===== src/source/mmu_defs.svh =====
`ifndef MMU_DEFS_SVH
`define MMU_DEFS_SVH

// joint TLB size
`define TLB_ENTRIES 8
`define TLB_INDEX_W 3

// cache attribute code that marks a page cacheable
`define CACHEABLE_ATTR 3'd3

// upper three bits of the segment nibble
`define KSEG0_HI 3'b100 // 0x8 and 0x9
`define KSEG1_HI 3'b101 // 0xA and 0xB

`endif

===== src/source/mmuPkg.sv =====
`include "mmu_defs.svh"

package mmuPkg;

    // one joint TLB entry holding an even/odd page pair
    typedef struct packed {
        logic [18:0] vpn2;
        logic [19:0] pfn0;
        logic [2:0]  c0;
        logic        d0;
        logic        v0;
        logic [19:0] pfn1;
        logic [2:0]  c1;
        logic        d1;
        logic        v1;
    } tlbEntry_t;

    typedef struct packed {
        logic [19:0] vpn;   // virtual address bits 31..12
        logic        read;
        logic        store;
    } dataAccess_t;

    typedef enum logic [2:0] {
        noEx,
        rdRefill,
        wrRefill,
        rdInvalid,
        wrInvalid,
        modified
    } tlbException_e;

    typedef struct packed {
        logic [19:0]   pfn;
        logic          uncached;
        tlbException_e exception;
        logic          ex;
    } translation_t;

    typedef struct packed {
        logic [`TLB_INDEX_W-1:0] index;
        tlbEntry_t               entry;
    } tlbWrite_t;

endpackage


===== src/source/dataMmu.sv =====
`timescale 1ns/1ps
`include "mmu_defs.svh"

module dataMmu (
    input  logic                 clk,
    input  logic                 reset,
    input  mmuPkg::dataAccess_t  access,
    input  logic [2:0]           k0Attr,
    input  logic                 flush,
    input  logic                 writeStrobe,
    input  mmuPkg::tlbWrite_t    tlbWrite,
    output mmuPkg::translation_t result,
    output logic                 stall
);

    logic                    bufferMiss;
    logic                    scanStart;
    logic                    scanActive;
    logic                    bufferLoad;
    logic                    loadFound;
    logic                    entryHit;
    logic                    lastIndex;
    logic [`TLB_INDEX_W-1:0] scanIndex;
    mmuPkg::tlbEntry_t       readEntry;

    assign stall = bufferMiss; // held request waits for the refill

    dataTlbStage stage (
        .clk        (clk),
        .reset      (reset),
        .access     (access),
        .k0Attr     (k0Attr),
        .flush      (flush),
        .bufferLoad (bufferLoad),
        .loadFound  (loadFound),
        .fillEntry  (readEntry),
        .result     (result),
        .bufferMiss (bufferMiss)
    );

    refillControl control (
        .clk         (clk),
        .reset       (reset),
        .bufferMiss  (bufferMiss),
        .entryHit    (entryHit),
        .lastIndex   (lastIndex),
        .writeStrobe (writeStrobe),
        .scanStart   (scanStart),
        .scanActive  (scanActive),
        .bufferLoad  (bufferLoad),
        .loadFound   (loadFound)
    );

    tlbScanCounter counter (
        .clk        (clk),
        .reset      (reset),
        .scanStart  (scanStart),
        .scanActive (scanActive),
        .scanIndex  (scanIndex),
        .lastIndex  (lastIndex)
    );

    tlbEntryArray array (
        .clk         (clk),
        .reset       (reset),
        .writeStrobe (writeStrobe),
        .tlbWrite    (tlbWrite),
        .scanIndex   (scanIndex),
        .vpn2        (access.vpn[19:1]),
        .entryHit    (entryHit),
        .readEntry   (readEntry)
    );

endmodule


===== src/source/dataTlbStage.sv =====
`timescale 1ns/1ps
`include "mmu_defs.svh"

module dataTlbStage (
    input  logic                 clk,
    input  logic                 reset,
    input  mmuPkg::dataAccess_t  access,
    input  logic [2:0]           k0Attr,
    input  logic                 flush,
    input  logic                 bufferLoad,
    input  logic                 loadFound,
    input  mmuPkg::tlbEntry_t    fillEntry,
    output mmuPkg::translation_t result,
    output logic                 bufferMiss
);

    mmuPkg::tlbEntry_t bufEntry;
    logic              bufValid;
    logic              bufFound;
    logic              flushPending;
    logic              clearNow;

    logic [3:0]  segment;
    logic        kseg0;
    logic        kseg1;
    logic        unmapped;
    logic        accessReq;
    logic        bufferHit;
    logic        oddPage;
    logic [19:0] selPfn;
    logic [2:0]  selC;
    logic        selD;
    logic        selV;

    assign segment   = access.vpn[19:16]; // address bits 31..28
    assign kseg0     = (segment[3:1] == `KSEG0_HI);
    assign kseg1     = (segment[3:1] == `KSEG1_HI);
    assign unmapped  = kseg0 || kseg1;
    assign accessReq = access.read || access.store;
    assign bufferHit = bufValid && (bufEntry.vpn2 == access.vpn[19:1]);
    assign bufferMiss = !unmapped && accessReq && !bufferHit;

    // even or odd half of the pair
    assign oddPage = access.vpn[0];
    assign selPfn  = oddPage ? bufEntry.pfn1 : bufEntry.pfn0;
    assign selC    = oddPage ? bufEntry.c1 : bufEntry.c0;
    assign selD    = oddPage ? bufEntry.d1 : bufEntry.d0;
    assign selV    = oddPage ? bufEntry.v1 : bufEntry.v0;

    // a flush that arrives while a refill is pending waits until the load is done
    assign clearNow = (flush || flushPending) && !bufferMiss;

    always_ff @(posedge clk) begin
        if (reset) begin
            bufValid     <= 1'b0;
            bufFound     <= 1'b0;
            flushPending <= 1'b0;
        end else begin
            flushPending <= bufferMiss && (flush || flushPending);
            if (bufferLoad) begin
                bufValid <= 1'b1;
                bufFound <= loadFound;
            end else if (clearNow) begin
                bufValid <= 1'b0;
                bufFound <= 1'b0;
            end
        end
    end

    always_ff @(posedge clk) begin
        if (bufferLoad) begin
            bufEntry      <= fillEntry;
            bufEntry.vpn2 <= access.vpn[19:1]; // tag from the request even for a not-found record
        end
    end

    always_comb begin
        result           = '0;
        result.exception = mmuPkg::noEx;

        if (kseg1) begin
            result.pfn      = {3'b000, access.vpn[16:0]};
            result.uncached = 1'b1;
        end else if (kseg0) begin
            result.pfn      = {1'b0, access.vpn[18:0]};
            result.uncached = (k0Attr != `CACHEABLE_ATTR);
        end else begin
            result.pfn      = selPfn;
            result.uncached = (selC != `CACHEABLE_ATTR);
        end

        // exceptions only for a mapped access that the buffer covers
        if (!unmapped && accessReq && bufferHit) begin
            if (!bufFound) begin
                result.exception = access.read ? mmuPkg::rdRefill : mmuPkg::wrRefill;
            end else if (!selV) begin
                result.exception = access.read ? mmuPkg::rdInvalid : mmuPkg::wrInvalid;
            end else if (access.store && !selD) begin
                result.exception = mmuPkg::modified; // store to clean page
            end
        end

        result.ex = (result.exception != mmuPkg::noEx);
    end

    // the held request must hit once the buffer is loaded
    loadGivesHit: assert property (
        @(posedge clk) disable iff (reset)
        bufferLoad |=> !bufferMiss
    ) else $error("held request still misses after the buffer load");

endmodule


===== src/source/refillControl.sv =====
`timescale 1ns/1ps
`include "mmu_defs.svh"

module refillControl (
    input  logic clk,
    input  logic reset,
    input  logic bufferMiss,
    input  logic entryHit,
    input  logic lastIndex,
    input  logic writeStrobe,
    output logic scanStart,
    output logic scanActive,
    output logic bufferLoad,
    output logic loadFound
);

    typedef enum logic {
        idleState,
        scanState
    } ctrlState_t;

    ctrlState_t state;
    ctrlState_t nextState;

    always_ff @(posedge clk) begin
        if (reset) begin
            state <= idleState;
        end else begin
            state <= nextState;
        end
    end

    assign scanActive = (state == scanState);
    assign scanStart  = (state == idleState) && bufferMiss;
    assign bufferLoad = scanActive && (entryHit || lastIndex); // match or give up at the end
    assign loadFound  = entryHit;

    always_comb begin
        nextState = state;
        case (state)
            idleState: if (bufferMiss) nextState = scanState;
            scanState: if (bufferLoad) nextState = idleState;
            default:   nextState = idleState;
        endcase
    end

    // the array must not change under a running scan
    noWriteInScan: assert property (
        @(posedge clk) disable iff (reset)
        scanActive |-> !writeStrobe
    ) else $error("joint TLB written during a refill scan");

    // every scan ends in a load within one pass over the array
    scanEndsInLoad: assert property (
        @(posedge clk) disable iff (reset)
        scanStart |-> ##[1:`TLB_ENTRIES] bufferLoad
    ) else $error("refill scan did not end with a buffer load");

endmodule


===== src/source/tlbScanCounter.sv =====
`timescale 1ns/1ps
`include "mmu_defs.svh"

module tlbScanCounter (
    input  logic                    clk,
    input  logic                    reset,
    input  logic                    scanStart,
    input  logic                    scanActive,
    output logic [`TLB_INDEX_W-1:0] scanIndex,
    output logic                    lastIndex
);

    assign lastIndex = (scanIndex == `TLB_INDEX_W'(`TLB_ENTRIES - 1));

    always_ff @(posedge clk) begin
        if (reset) begin
            scanIndex <= '0;
        end else if (scanStart) begin
            scanIndex <= '0; // scan always begins at entry 0
        end else if (scanActive && !lastIndex) begin
            scanIndex <= scanIndex + 1'b1;
        end
    end

    // the index stops at the last entry so the scan has to end there
    scanStopsAtLast: assert property (
        @(posedge clk) disable iff (reset)
        (scanActive && lastIndex) |=> !scanActive
    ) else $error("scan ran on past the last joint TLB entry");

endmodule


===== src/source/tlbEntryArray.sv =====
`timescale 1ns/1ps
`include "mmu_defs.svh"

module tlbEntryArray (
    input  logic                    clk,
    input  logic                    reset,
    input  logic                    writeStrobe,
    input  mmuPkg::tlbWrite_t       tlbWrite,
    input  logic [`TLB_INDEX_W-1:0] scanIndex,
    input  logic [18:0]             vpn2,
    output logic                    entryHit,
    output mmuPkg::tlbEntry_t       readEntry
);

    mmuPkg::tlbEntry_t entries [`TLB_ENTRIES];

    always_ff @(posedge clk) begin
        if (reset) begin
            for (int i = 0; i < `TLB_ENTRIES; i++) begin
                entries[i].vpn2 <= '0;
                entries[i].v0   <= 1'b0;
                entries[i].v1   <= 1'b0;
            end
        end else if (writeStrobe) begin
            entries[tlbWrite.index] <= tlbWrite.entry; // visible from next cycle
        end
    end

    assign readEntry = entries[scanIndex];
    assign entryHit  = (readEntry.vpn2 == vpn2); // invalid pages still match

endmodule


===== config.mk =====
export PLATFORM = sky130hd
export DESIGN_NAME = dataMmu
export DESIGN_NICKNAME = d
export VERILOG_FILES = /design/src/source/mmuPkg.sv /design/src/source/dataMmu.sv /design/src/source/dataTlbStage.sv /design/src/source/refillControl.sv /design/src/source/tlbScanCounter.sv /design/src/source/tlbEntryArray.sv
export VERILOG_INCLUDE_DIRS = /design/src /design/src/source
export SDC_FILE = /design/constraint.sdc
export NUM_CORES = 1
export LEC_CHECK = 0
export ABC_AREA = 1
export ABC_CLOCK_PERIOD_IN_PS = 4930
export BUFFER_PORTS_ARGS = -buffer_cell sky130_fd_sc_hd__buf_2
export CORE_UTILIZATION = 24
export CTS_CLUSTER_SIZE = 25
export DETAILED_ROUTE_END_ITERATION = 16
export PLACE_DENSITY = 0.44
export SLEW_MARGIN = 40
export SYNTH_ARGS = -nofsm -noshare
export SYNTH_HDL_FRONTEND = slang
export SYNTH_SLANG_ARGS = --single-unit
export TNS_END_PERCENT = 10

===== constraint.sdc =====
create_clock -name clk -period 4.93 [get_ports clk]
set_input_delay 0.986 -clock clk [delete_from_list [all_inputs] [get_ports clk]]
set_output_delay 0.986 -clock clk [all_outputs]
set_load 0.02 [all_outputs]

==> out/summary.txt <==
Total negative setup slack: 0 ps
Bufs on Longest Clock Path: 3
Synth-to-layout area growth: 17.8%
Status: complete, no violations
CP Cell Sequence: buf_2, inv_1, nor2_1, inv_1, buf_4, o22ai_1, buf_4, buf_2
Largest net degree at the start of global routing: 155
Final Critical Period: 3970 ps
P_int: 0.00915 W
Slew headroom: 46.7%
Synth Area in XOR/XNOR: 0.269%
Sw Pwr: 0.00283 W
Crit-path max FO: 23
Initial core utilization: 24.3%
Post-route DRC: 0
WP data arrival: 2980 ps
GRT overflow: 0
Design Area, Final: 0.0307 mm²
Largest stage delay, worst path: 440 ps
Fin. max-slew vios: 0
# nets final: 2518
Unrepaired setup endpoints after global routing: no
Ys async rst share: 0%
EDFF count, synth: 621
Synth Area in Compound Gates: 7.54%
Clk Tree Root Cell: clkbuf_16
Worst slew pin tran: 797 ps
Detailed Routing Iterations Pass 1: 7
Fin cells: 3877
Critical-path top delay cell: inv_1
Row count: 120
Metal2 WL: 38.4 mm
Comb power frac: 7.0%
DR WL met3: 7.16 mm
Post-synthesis mux area share: 0%
Fill cells: 11014
Hold buffers post-CTS: 0
Leakage: 11.1 nW
Critical path launch point type: primary input
Setup bufs post-CTS: 0
Sw frac: 23.6%
Synthesized area: 0.0261 mm²
Largest family of logic cells by synthesized area: simple AND/OR/NAND/NOR gates
Clock Power Share: 42.1%
Avg Inst Size Synth: 11.3 µm²
Final HPWL DP: 50.8 mm
Cts repair resizes: 0
Synth Area in Simple Gates: 15.5%
DRT iter0 DRCs: 1748
Clock skew: 34.5 ps
Crit. End Element: output port
Number of synthesis warnings: 0
Num ports: 127
DRT met1 WL: 36.2 mm
Post-Synthesis Cells: 2298
Clock Sinks: 631
Synthesized-area fraction occupied by adder cells: 0.0960%
Fin crit share: 80.5%
Share of cells above drive strength 1: 11.4%
DR WL/cell: 21.6 µm
GP Congestion: 0.913
Syn_nets: 2401
Worst-Skew Late Latency: 630 ps
Global-route wire length before repair: 122 mm
Die W: 332 µm
CTS tree: built
Die area: 0.110 mm²
Cell variety after synth: 30
Placed cell areas: 0.0285 mm²
Total GRT Usage: 15.1%
VDD IR max: 0.202 mV
Pwr dens: 390 mW/mm²
Port Buffers: 126
WP data required: 3940 ps
H-tree levels: 3
Primary FF master, synth: edfxtp_1
Core ar.: 0.107 mm²
Max_cap viols: 0
Finish-stage setup viols: 0
Worst Setup Path Type: primary input to output port
Reg clk slew, reported paths: 60 ps
Vias per inst: 4.57
Initial antenna violation count: 31
Placed cell count: 3746
Vias: 17724
Total power: 0.0120 W
Cell family with most CP delay: buffers and inverters
Hold crit path type: flop to flop
TritonCTS Buffers: 70
Final wirelength: 83.6 mm
Max layer used: met5
Fmax: 252 MHz
Reg power frac: 50.9%
Worst Path Buf+Inv: 6
Die Ht: 332 µm
Register bit total from synthesis: 631
Vias in the first global route: 17692
Part of the Yosys area used for sequential elements: 72.3%
Fin. Hold Viols: 0
Antenna Violating Nets Remaining: 0
metrics by stage:
step                      util [%]  setup slack, ps  hold WS [ps]
final                         28.6              960           484
after global routing          28.6              924           528
after CTS                     28.6             1030           494
after detailed placement      26.6             1040           486
after global placement        26.5             1040           473
after floorplan                  -              162           458
layout by cell type (no fill, tap or decap), drive strengths merged, types with 2 or more instances in the layout:
master and count:
edfxtp 621, nor2 607, nand2 274, o21ai 233, buf 175, inv 146
nand3 117, clkbuf 91, o22ai 67, a31oi 50, clkinv 29, nand4 10
dfxtp 10, nor3 8, diode 6, a21oi 6, xnor2 4, xor2 4
o31ai 3, bufinv 3, or2 2, ha 2
Yosys cell counts, types with 9 or more instances:
cell      number  area, µm²
inv_1        143        537
buf_2         27        135
o22ai_1       67        419
o21ai_1        9       45.0
buf_1         12       45.0
nand2_1      274       1030
a31oi_1       50        313
nand3_1      117        586
dfxtp_1       10        200
edfxtp_1     621      18600
o21ai_0      224       1120
nor2_1       607       2280
nand4_1       10       62.6
clkbuf_1      81        304
tightest hold or removal path, cell delays in order, from the launching register on:
cell and delay (ps):
dfxtp_1 310, nand2_1 60, a21oi_1 70
area by class of cell:
class	count	area (µm²)	share of cell area (%)
flip-flops and latches	631	18900	61.4
multi-input cells	1393	6160	20.1
clock buffers	91	1880	6.13
well taps	1403	1760	5.71
repair buffers	175	1200	3.92
inverters	144	553	1.80
clock inverters	34	292	0.949
diodes	6	15.0	0.0489
cells by family (layout without fill, tap and decap cells):
| logic type | after synthesis | count (layout) |
|---|---|---|
| compound gates | 361 | 361 |
| simple gates | 1022 | 1022 |
| flops | 631 | 631 |
| xor+xnor | 8 | 8 |
| buf+inv | 274 | 444 |
| other cells | 0 | 6 |
| fa+ha+maj | 2 | 2 |
flip-flops by register name, summed over array words and instances (netlist names), named ones only:
register	flops
counter.scanIndex	3
stage.bufValid	1
stage.bufFound	1
control.scanActive	1
stage.bufEntry	69
stage.flushPending	1
array.entries	552
worst paths after layout:
kind                            slack [ps]                  to  cells past startpoint            startpoint
worst min-delay path                   480                flop                      2  counter.scanIndex[1]
worst max-delay path                   960          result[16]                      8            access[21]
worst max register to register        1440  stage.bufEntry[27]                     12                  flop
worst min register to register         480                flop                      2  counter.scanIndex[1]
power by group through the flow:
stage	Sequential [W]	Clock [W]	Combinational, W
after detailed placement	0.00621	0	0.000845
final	0.00610	0.00504	0.000841
after CTS	0.00610	0.00516	0.000850
after global placement	0.00621	0	0.000834
after global routing	0.00611	0.00537	0.000931
after floorplan	0.00620	0	0.000478
routing by layer:
metal | GRT usage (%) | vias to the layer above
li1 | - | 8222
met1 | 19.7 | 8813
met2 | 24.1 | 534
met3 | 4.71 | 133
met4 | 3.51 | 22
met5 | 0 | -
Note: power is estimated with default switching activity, not from simulation.
